<file path="config.mk">
export PLATFORM = sky130hd
export DESIGN_NAME = cpu_core
export DESIGN_NICKNAME = d
export VERILOG_FILES = /design/src/verilog/isa_pkg.sv /design/src/verilog/ctrl_pkg.sv /design/src/verilog/alu.sv /design/src/verilog/reg_file.sv /design/src/verilog/program_counter.sv /design/src/verilog/control_unit.sv /design/src/verilog/bus_datapath.sv /design/src/verilog/cpu_core.sv
export SDC_FILE = /design/constraint.sdc
export NUM_CORES = 1
export LEC_CHECK = 0
export BUFFER_PORTS_ARGS = -buffer_cell sky130_fd_sc_hd__buf_2
export CORE_MARGIN = 8
export CORE_UTILIZATION = 56
export CTS_CLUSTER_DIAMETER = 60
export DETAILED_ROUTE_END_ITERATION = 16
export PLACE_DENSITY = 0.85
export SYNTH_ARGS = -nofsm -noshare
export SYNTH_HDL_FRONTEND = slang
export SYNTH_SLANG_ARGS = --single-unit
</file>
<file path="constraint.sdc">
create_clock -name clock -period 4.4 [get_ports clock]
set_clock_uncertainty 0.1 [all_clocks]
set_input_delay 1.1 -clock clock [delete_from_list [all_inputs] [get_ports clock]]
set_output_delay 1.1 -clock clock [all_outputs]
set_load 0.005 [all_outputs]
</file>
<file path="src/verilog/isa_pkg.sv">
`default_nettype none

package isa_pkg;

    typedef enum logic [2:0] {
        alu_add, alu_adc, alu_sub, alu_sbc,
        alu_and, alu_xor, alu_or, alu_cp
    } alu_op_e;

    typedef enum logic [1:0] {cond_nz, cond_z, cond_nc, cond_c} cond_e;

    // 01 ddd sss, 10 ooo sss and friends
    typedef struct packed {
        logic [1:0] group;
        logic [2:0] dst;
        logic [2:0] src;
    } ld_fields_t;

    // 110 cc 010 for conditional jumps
    typedef struct packed {
        logic [1:0] group;
        logic       spare;
        cond_e      cond;
        logic [2:0] low;
    } cond_fields_t;

    typedef union packed {
        ld_fields_t   ld_fields;
        cond_fields_t cond_fields;
    } opcode_u;

    localparam logic [2:0] reg_h   = 3'd4;
    localparam logic [2:0] reg_l   = 3'd5;
    localparam logic [2:0] reg_mem = 3'd6;   // (HL) operand, no register behind it
    localparam logic [2:0] reg_a   = 3'd7;

    localparam logic [7:0] op_jp   = 8'hc3;
    localparam logic [7:0] op_halt = 8'h76;

    localparam int flag_z_bit = 3;
    localparam int flag_n_bit = 2;
    localparam int flag_h_bit = 1;
    localparam int flag_c_bit = 0;

endpackage

`default_nettype wire

</file>
<file path="src/verilog/ctrl_pkg.sv">
`default_nettype none

package ctrl_pkg;

    // One clock per step
    typedef enum logic [2:0] {
        step_fetch,
        step_exec,
        step_imm,      // ALU A,n compute after operand read
        step_addr_hi,
        step_addr_lo,
        step_mem,
        step_jump,
        step_halt
    } step_e;

    typedef enum logic [1:0] {
        addr_sel_pc,
        addr_sel_buf
    } addr_sel_e;

    typedef enum logic [1:0] {
        wdata_sel_bus,
        wdata_sel_alu,
        wdata_sel_out2
    } wdata_sel_e;

    typedef enum logic {
        bsrc_sel_out2,
        bsrc_sel_data
    } bsrc_sel_e;

endpackage

`default_nettype wire

</file>
<file path="src/verilog/alu.sv">
`timescale 1ns/1ns
`default_nettype none

module alu (
    input  wire [7:0]          a,
    input  wire [7:0]          b,
    input  wire isa_pkg::alu_op_e op,
    input  wire                carry_in,
    output logic [7:0]         result,
    output logic [3:0]         flags_out
);
    import isa_pkg::*;

    logic       cin;
    logic [8:0] wide;
    logic [4:0] half;

    // Carry only enters on adc and sbc
    assign cin = carry_in & ((op == alu_adc) | (op == alu_sbc));

    always_comb
    begin
        half = 5'd0;
        flags_out = 4'd0;
        case (op)
            alu_add, alu_adc:
            begin
                wide = {1'b0, a} + {1'b0, b} + {8'd0, cin};
                half = {1'b0, a[3:0]} + {1'b0, b[3:0]} + {4'd0, cin};
                flags_out[flag_h_bit] = half[4];
                flags_out[flag_c_bit] = wide[8];
            end
            alu_sub, alu_sbc, alu_cp:
            begin
                wide = {1'b0, a} - {1'b0, b} - {8'd0, cin};
                half = {1'b0, a[3:0]} - {1'b0, b[3:0]} - {4'd0, cin};
                flags_out[flag_n_bit] = 1'b1;
                flags_out[flag_h_bit] = half[4];   // Borrow out of bit 3
                flags_out[flag_c_bit] = wide[8];
            end
            alu_and:
            begin
                wide = {1'b0, a & b};
                flags_out[flag_h_bit] = 1'b1;
            end
            alu_xor: wide = {1'b0, a ^ b};
            default: wide = {1'b0, a | b};
        endcase
        flags_out[flag_z_bit] = (wide[7:0] == 8'd0);
    end

    assign result = wide[7:0];

endmodule

`default_nettype wire

</file>
<file path="src/verilog/reg_file.sv">
`timescale 1ns/1ns
`default_nettype none

module reg_file (
    input  wire       clock,
    input  wire       rst,
    input  wire [2:0] out1_sel,
    input  wire [2:0] out2_sel,
    input  wire [2:0] wr_sel,
    input  wire [7:0] data_in,
    input  wire       write_reg,
    output logic [7:0] out1,
    output logic [7:0] out2
);
    import isa_pkg::*;

    logic [7:0] regs [8];   // B C D E H L - A

    always_ff @(posedge clock)
    begin
        if (rst)
        begin
            for (int i = 0; i < 8; i++)
            begin
                regs[i] <= 8'd0;
            end
        end
        else if (write_reg)
        begin
            regs[wr_sel] <= data_in;
        end
    end

    assign out1 = regs[out1_sel];
    assign out2 = regs[out2_sel];

    // Decoder never targets the (HL) slot
    no_mem_write: assert property (@(posedge clock) disable iff (rst)
        write_reg |-> (wr_sel != reg_mem));

endmodule

`default_nettype wire

</file>
<file path="src/verilog/program_counter.sv">
`timescale 1ns/1ns
`default_nettype none

module program_counter #(
    parameter logic [15:0] RESET_VECTOR = 16'h0000
) (
    input  wire        clock,
    input  wire        rst,
    input  wire        increment,
    input  wire        load,
    input  wire [15:0] load_value,
    output logic [15:0] pc
);

    always_ff @(posedge clock)
    begin
        if (rst)
        begin
            pc <= RESET_VECTOR;
        end
        else if (load)
        begin
            pc <= load_value;   // Taken jump
        end
        else if (increment)
        begin
            pc <= pc + 16'd1;
        end
    end

    // Jump step never reads the bus
    inc_load_excl: assert property (@(posedge clock) disable iff (rst) !(increment && load));

endmodule

`default_nettype wire

</file>
<file path="src/verilog/control_unit.sv">
`timescale 1ns/1ns
`default_nettype none

module control_unit (
    input  wire                     clock,
    input  wire                     rst,
    input  wire isa_pkg::opcode_u   opcode,
    input  wire                     cond_true,
    output logic [2:0]              out1_sel,
    output logic [2:0]              out2_sel,
    output logic [2:0]              wr_sel,
    output logic                    write_reg,
    output isa_pkg::alu_op_e        alu_op,
    output ctrl_pkg::bsrc_sel_e     bsrc_sel,
    output ctrl_pkg::wdata_sel_e    wdata_sel,
    output logic                    flag_write,
    output logic                    pc_increment,
    output logic                    pc_load,
    output logic                    inst_write,
    output logic                    addr_write,
    output logic                    data_write,
    output ctrl_pkg::addr_sel_e     addr_sel,
    output logic                    nread,
    output logic                    nwrite,
    output logic                    halted
);
    import isa_pkg::*;
    import ctrl_pkg::*;

    step_e      step;
    step_e      next_step;
    step_e      first_step;
    step_e      cur_step;
    logic [1:0] group;
    logic [2:0] dst;
    logic [2:0] src;
    logic       is_ld_rr;
    logic       is_ld_rn;
    logic       is_ld_st;
    logic       is_ld_ld;
    logic       is_alu_r;
    logic       is_alu_n;
    logic       is_jp;
    logic       is_jpcc;
    logic       is_halt;
    logic       alu_wr;

    assign group = opcode.ld_fields.group;
    assign dst   = opcode.ld_fields.dst;
    assign src   = opcode.ld_fields.src;

    assign is_halt  = (opcode == op_halt);
    assign is_ld_rr = (group == 2'b01) && (dst != reg_mem) && (src != reg_mem);
    assign is_ld_st = (group == 2'b01) && (dst == reg_mem) && (src != reg_mem);
    assign is_ld_ld = (group == 2'b01) && (src == reg_mem) && (dst != reg_mem);
    assign is_ld_rn = (group == 2'b00) && (src == reg_mem) && (dst != reg_mem);
    assign is_alu_r = (group == 2'b10) && (src != reg_mem);
    assign is_alu_n = (group == 2'b11) && (src == reg_mem);
    assign is_jp    = (opcode == op_jp);
    assign is_jpcc  = (group == 2'b11) && !opcode.cond_fields.spare
                      && (opcode.cond_fields.low == 3'b010);

    assign alu_op = alu_op_e'(dst);
    assign alu_wr = (alu_op != alu_cp);   // cp only sets flags

    // What the cycle after fetch really does
    always_comb
    begin
        if (is_jp || is_jpcc || is_ld_st || is_ld_ld)
            first_step = step_addr_hi;
        else if (is_halt)
            first_step = step_halt;
        else if (is_ld_rr || is_ld_rn || is_alu_r || is_alu_n)
            first_step = step_exec;
        else
            first_step = step_fetch;   // Unknown opcode, overlap next fetch
    end

    assign cur_step = (step == step_exec) ? first_step : step;

    always_comb
    begin
        out1_sel = reg_a;
        out2_sel = src;
        wr_sel = dst;
        write_reg = 1'b0;
        bsrc_sel = bsrc_sel_out2;
        wdata_sel = wdata_sel_out2;
        flag_write = 1'b0;
        pc_increment = 1'b0;
        pc_load = 1'b0;
        inst_write = 1'b0;
        addr_write = 1'b0;
        data_write = 1'b0;
        addr_sel = addr_sel_pc;
        nread = 1'b1;
        nwrite = 1'b1;
        next_step = step_fetch;
        case (cur_step)
            step_fetch:
            begin
                nread = 1'b0;
                inst_write = 1'b1;
                pc_increment = 1'b1;
                next_step = step_exec;
            end
            step_exec:
            begin
                if (is_ld_rr)
                begin
                    write_reg = 1'b1;
                end
                else if (is_ld_rn)
                begin
                    nread = 1'b0;
                    wdata_sel = wdata_sel_bus;
                    write_reg = 1'b1;
                    pc_increment = 1'b1;
                end
                else if (is_alu_r)
                begin
                    wr_sel = reg_a;
                    wdata_sel = wdata_sel_alu;
                    write_reg = alu_wr;
                    flag_write = 1'b1;
                end
                else
                begin
                    nread = 1'b0;   // Immediate operand of ALU A,n
                    data_write = 1'b1;
                    pc_increment = 1'b1;
                    next_step = step_imm;
                end
            end
            step_imm:
            begin
                wr_sel = reg_a;
                bsrc_sel = bsrc_sel_data;
                wdata_sel = wdata_sel_alu;
                write_reg = alu_wr;
                flag_write = 1'b1;
            end
            step_addr_hi, step_addr_lo:
            begin
                addr_write = 1'b1;
                if (is_jp || is_jpcc)
                begin
                    nread = 1'b0;
                    pc_increment = 1'b1;
                end
                else
                begin
                    out2_sel = (cur_step == step_addr_hi) ? reg_h : reg_l;
                    addr_sel = addr_sel_buf;   // Buffer takes out2
                end
                if (cur_step == step_addr_hi)
                    next_step = step_addr_lo;
                else
                    next_step = (is_jp || is_jpcc) ? step_jump : step_mem;
            end
            step_mem:
            begin
                addr_sel = addr_sel_buf;
                if (is_ld_st)
                begin
                    nwrite = 1'b0;
                end
                else
                begin
                    nread = 1'b0;
                    wdata_sel = wdata_sel_bus;
                    write_reg = 1'b1;
                end
            end
            step_jump: pc_load = is_jp || (is_jpcc && cond_true);
            default: next_step = step_halt;
        endcase
    end

    always_ff @(posedge clock)
    begin
        if (rst)
            step <= step_jump;   // Idle step, opcode is a cleared nop
        else
            step <= next_step;
    end

    assign halted = (step == step_halt);

    no_bus_clash: assert property (@(posedge clock) disable iff (rst) nread || nwrite);

endmodule

`default_nettype wire

</file>
<file path="src/verilog/bus_datapath.sv">
`timescale 1ns/1ns
`default_nettype none

module bus_datapath (
    input  wire                     clock,
    input  wire                     rst,
    input  wire [7:0]               data_in,
    input  wire [7:0]               out2,
    input  wire [3:0]               alu_flags,
    input  wire [15:0]              pc,
    input  wire                     inst_write,
    input  wire                     addr_write,
    input  wire                     data_write,
    input  wire                     flag_write,
    input  wire ctrl_pkg::addr_sel_e addr_sel,
    output isa_pkg::opcode_u        opcode,
    output logic [7:0]              data_buffer,
    output logic [15:0]             address,
    output logic [7:0]              data_out,
    output logic [3:0]              flags,
    output logic                    cond_true,
    output logic [15:0]             jump_target
);
    import isa_pkg::*;
    import ctrl_pkg::*;

    logic [15:0] addr_buffer;
    logic [7:0]  shift_in;

    // Operand bytes when reading at PC, else H or L from out2
    assign shift_in = (addr_sel == addr_sel_pc) ? data_in : out2;

    always_ff @(posedge clock)
    begin
        if (rst)
        begin
            opcode <= '0;
            flags <= 4'd0;
        end
        else
        begin
            if (inst_write)
                opcode <= data_in;
            if (flag_write)
                flags <= alu_flags;
        end
    end

    always_ff @(posedge clock)
    begin
        if (addr_write)
            addr_buffer <= {addr_buffer[7:0], shift_in};   // High byte first
        if (data_write)
            data_buffer <= data_in;
    end

    always_comb
    begin
        case (opcode.cond_fields.cond)
            cond_nz: cond_true = !flags[flag_z_bit];
            cond_z:  cond_true = flags[flag_z_bit];
            cond_nc: cond_true = !flags[flag_c_bit];
            default: cond_true = flags[flag_c_bit];
        endcase
    end

    assign address = (addr_sel == addr_sel_buf) ? addr_buffer : pc;
    assign data_out = out2;
    assign jump_target = addr_buffer;

endmodule

`default_nettype wire

</file>
<file path="src/verilog/cpu_core.sv">
`timescale 1ns/1ns
`default_nettype none

module cpu_core #(
    parameter logic [15:0] RESET_VECTOR = 16'h0000
) (
    input  wire        clock,
    input  wire        rst,
    input  wire [7:0]  data_in,
    output logic [15:0] address,
    output logic [7:0] data_out,
    output logic       nread,
    output logic       nwrite,
    output logic       halted
);
    import isa_pkg::*;
    import ctrl_pkg::*;

    opcode_u     opcode;
    logic        cond_true;
    logic [2:0]  out1_sel;
    logic [2:0]  out2_sel;
    logic [2:0]  wr_sel;
    logic        write_reg;
    alu_op_e     alu_op;
    bsrc_sel_e   bsrc_sel;
    wdata_sel_e  wdata_sel;
    logic        flag_write;
    logic        pc_increment;
    logic        pc_load;
    logic        inst_write;
    logic        addr_write;
    logic        data_write;
    addr_sel_e   addr_sel;
    logic [7:0]  out1;
    logic [7:0]  out2;
    logic [7:0]  reg_wdata;
    logic [7:0]  alu_b;
    logic [7:0]  alu_result;
    logic [3:0]  alu_flags;
    logic [3:0]  flags;
    logic [7:0]  data_buffer;
    logic [15:0] pc;
    logic [15:0] jump_target;

    assign alu_b = (bsrc_sel == bsrc_sel_data) ? data_buffer : out2;
    assign reg_wdata = (wdata_sel == wdata_sel_bus) ? data_in :
                       (wdata_sel == wdata_sel_alu) ? alu_result : out2;

    control_unit control_unit_i (
        .clock(clock), .rst(rst), .opcode(opcode), .cond_true(cond_true),
        .out1_sel(out1_sel), .out2_sel(out2_sel), .wr_sel(wr_sel), .write_reg(write_reg),
        .alu_op(alu_op), .bsrc_sel(bsrc_sel), .wdata_sel(wdata_sel),
        .flag_write(flag_write), .pc_increment(pc_increment), .pc_load(pc_load),
        .inst_write(inst_write), .addr_write(addr_write), .data_write(data_write),
        .addr_sel(addr_sel), .nread(nread), .nwrite(nwrite), .halted(halted)
    );

    reg_file reg_file_i (
        .clock(clock), .rst(rst), .out1_sel(out1_sel), .out2_sel(out2_sel),
        .wr_sel(wr_sel), .data_in(reg_wdata), .write_reg(write_reg),
        .out1(out1), .out2(out2)
    );

    alu alu_i (
        .a(out1), .b(alu_b), .op(alu_op), .carry_in(flags[flag_c_bit]),
        .result(alu_result), .flags_out(alu_flags)
    );

    program_counter #(.RESET_VECTOR(RESET_VECTOR)) program_counter_i (
        .clock(clock), .rst(rst), .increment(pc_increment), .load(pc_load),
        .load_value(jump_target), .pc(pc)
    );

    bus_datapath bus_datapath_i (
        .clock(clock), .rst(rst), .data_in(data_in), .out2(out2),
        .alu_flags(alu_flags), .pc(pc), .inst_write(inst_write),
        .addr_write(addr_write), .data_write(data_write), .flag_write(flag_write),
        .addr_sel(addr_sel), .opcode(opcode), .data_buffer(data_buffer),
        .address(address), .data_out(data_out), .flags(flags),
        .cond_true(cond_true), .jump_target(jump_target)
    );

endmodule

`default_nettype wire

</file>
==> metrics.yaml <==
leakagePower_nw: 3.94
p_switching_mw: 1.75
grt_pass1_wl_um: 37900
yosysSeqAreaShare: 0.425
p_comb_frac: 0.456
cts_tree: "done"
setup_viol: 65
critPathBufInv: 4
crit_path_top_delay_cell: "mux2_4"
hold_class: "register to register"
tightest_slew_ps: 1180
critPathArrivalTime_ps: 5160
cts_made_buffers: 17
drt_iter0_drc: 1047
setup_slack_ps: -584
firstDrtPassIters: 5
path_clk_slew_ps: 60
fmax_ghz: 0.201
critical-path-top-delay-family: "compound AO/OA/AOI/OAI gates"
cts_buffer_depth: 2
ys_async_sr_fraction: 0
drv_cap: 0
finalMaxSlewViolations: 0
area_growth_pct: 33.5
fin_crit_ps: 4980
violations: "negative setup slack"
ant_nets: 0
num_antenna_cells: 0
finalWirelength_um: 26700
synth_nets: 823
antenna_found_initial: 0
die_x_um: 132
p_clk_frac: 0.282
io-pin-count: 37
critPathMaxStageDelay_ps: 330
power_frac_seq: 0.263
port_buffers: 36
crit_required_ps: 4570
clock_latency_ps: 430
synth.ff_latch_count: 117
worstPathCellList: "buf_4 -> nand3b_4 -> xnor2_4 -> a211oi_4 -> o211ai_1 -> buf_4 -> o211ai_1 -> a21o_1 -> o221ai_4 -> mux2_4 -> ha_4 -> inv_4 -> ha_4 -> buf_6 -> a21o_1 -> a31o_2 -> a21oi_2 -> xnor2_1 -> o221a_2 -> o311ai_4 -> o21ai_4 -> nor2_1"
placementRows: 42
yosys_warnings: 0
rsz0062_at_grt: "yes"
powerDensity_nw_per_um2: 489
grt_usage: 0.274
endpoint_kind: "register"
overflow: 0
synth_ff_type: "edfxtp_1"
fill_cells: 759
cts_root_buf: "clkbuf_16"
crit_type: "register to register"
syn_inst: 778
grt_max_degree: 29
drive_above_1_share: 0.369
slew_headroom: 0.212
cp_max_fo: 7
globalplace.congestion: 0.946
syn_avg_cell_area_um2: 9.75
internal_power_mw: 3.20
core_um2: 13200
synth_cell_types: 77
synthesis.area_um2: 7580
hold_violations: 0
die_h_um: 132
fin_total_pwr_mw: 4.95
status: "complete, but fails checks"
vias_per_cell: 6.71
synth-edff-count: 88
dieArea_um2: 17500
vias: 7527
start_util: 0.573
post-route-period-util: 1.13
hold_ws_ps: 384
ir_drop_mv: 0.377
start_kind: "register"
cts_sinks: 117
drc: 0
regArea_um2: 3230
grt_pass1_vias: 7223
layout.nets: 978
switching_share: 0.353
dpl.hpwl_um: 16300
wl_per_cell_um: 23.8
cts_max_level: 4
multi_input_area_um2: 4610
## state kept, by name, summed over array words and instances (netlist names)
register	cells
program_counter_i.pc	16
bus_datapath_i.flags	2
control_unit_i.step	3
bus_datapath_i.jump_target	16
bus_datapath_i.data_buffer	8
reg_file_i.regs	64
bus_datapath_i.opcode	8
## path summary, 6_finish.rpt
check                                start                              to  slack (ps)  cells after the start
min reg2reg  bus_datapath_i.jump_target[3]  bus_datapath_i.jump_target[11]         380                      0
min          bus_datapath_i.jump_target[3]  bus_datapath_i.jump_target[11]         380                      0
max               bus_datapath_i.opcode[2]           reg_file_i.regs[1][6]        -580                     22
max reg2reg       bus_datapath_i.opcode[2]           reg_file_i.regs[1][6]        -580                     22
## per-stage QoR
stage | area (um^2) | util | setup TNS (ps) | cells | worst slack, ps
3_3_place_gp | 8880 | 0.671 | -11000 | 1059 | -259
5_1_grt | 10100 | 0.765 | -31050 | 1122 | -753
6_report | 10100 | 0.765 | -22890 | 1122 | -584
2_1_floorplan | 7790 | - | -845 | 778 | -56.2
4_1_cts | 9740 | 0.736 | -8760 | 1105 | -268
3_5_place_dp | 8880 | 0.671 | -18580 | 1059 | -404
## power groups by stage
stage               Clock [mW]  Sequential [mW]  Combinational (mW)
detailed placement           0             1.32                1.74
floorplan                    0             1.30                1.03
global route              1.44             1.30                2.36
CTS                       1.38             1.30                1.90
global placement             0             1.31                1.71
finish                    1.40             1.30                2.26
## synthesized netlist by cell type, drive strengths merged, types with 7 or more instances
| cell type | instances | area share |
|---|---|---|
| nor2 | 109 | 0.054 |
| edfxtp | 88 | 0.35 |
| o21ai | 47 | 0.031 |
| nand2 | 46 | 0.024 |
| mux2i | 40 | 0.053 |
| a21oi | 38 | 0.026 |
| inv | 38 | 0.019 |
| clkbuf | 31 | 0.015 |
| ha | 31 | 0.051 |
| mux2 | 31 | 0.046 |
| dfxtp | 29 | 0.077 |
| nor3 | 25 | 0.020 |
| nand3 | 23 | 0.015 |
| a211oi | 17 | 0.018 |
| o211ai | 13 | 0.013 |
| xnor2 | 13 | 0.015 |
| buf | 10 | 0.0069 |
| nor2b | 10 | 0.0083 |
| nand2b | 8 | 0.0066 |
| a21o | 7 | 0.0069 |
| and3 | 7 | 0.0058 |
## cell type report
type                       instances  area share
sequential                       117       0.319
clock buffer                      25      0.0521
inverter                          38      0.0143
timing repair buffer             177       0.131
tap                              176      0.0217
clock inverter                     7     0.00655
multi-input combinational        582       0.455
## placed cells by master, fill, tap and decap left out, types with 8 or more instances in the layout
master	instances
buf_4	126
edfxtp_1	88
nor2_1	87
nand2_1	42
mux2i_1	39
buf_2	36
inv_1	35
o21ai_0	34
a21oi_1	31
mux2_2	26
ha_1	26
nand3_1	23
dfxtp_1	23
clkbuf_16	19
nor3_1	17
a211oi_1	15
nor2_2	14
o211ai_1	13
buf_6	11
xnor2_1	10
nor2b_1	9
nand2b_1	8
nor2_4	8
## kinds of logic after synthesis
logic type / synth area share
mux: 0.102
xor+xnor: 0.0173
fa+ha+maj: 0.0617
buf+inv: 0.0411
simple gates: 0.169
compound gates: 0.184
flops: 0.425
## what timing repair did
| item | 4_1_cts | 5_1_grt |
|---|---|---|
| pin swaps | 21 | 39 |
| gates resized for setup | 36 | 67 |
| setup endpoints to repair | 65 | 65 |
| endpoints found under the hold margin | 0 | 0 |
| hold buffers | 0 | 0 |
| setup buffers | 14 | 20 |
## per-layer routing
metal | vias to the layer above | GRT usage | routed length (um)
met5 | - | 0 | 0
met4 | 0 | 0.168 | 1690
met3 | 167 | 0.0861 | 2700
met2 | 560 | 0.439 | 12500
met1 | 3592 | 0.313 | 9800
li1 | 3208 | - | -
(Power assumes the default switching activity.)
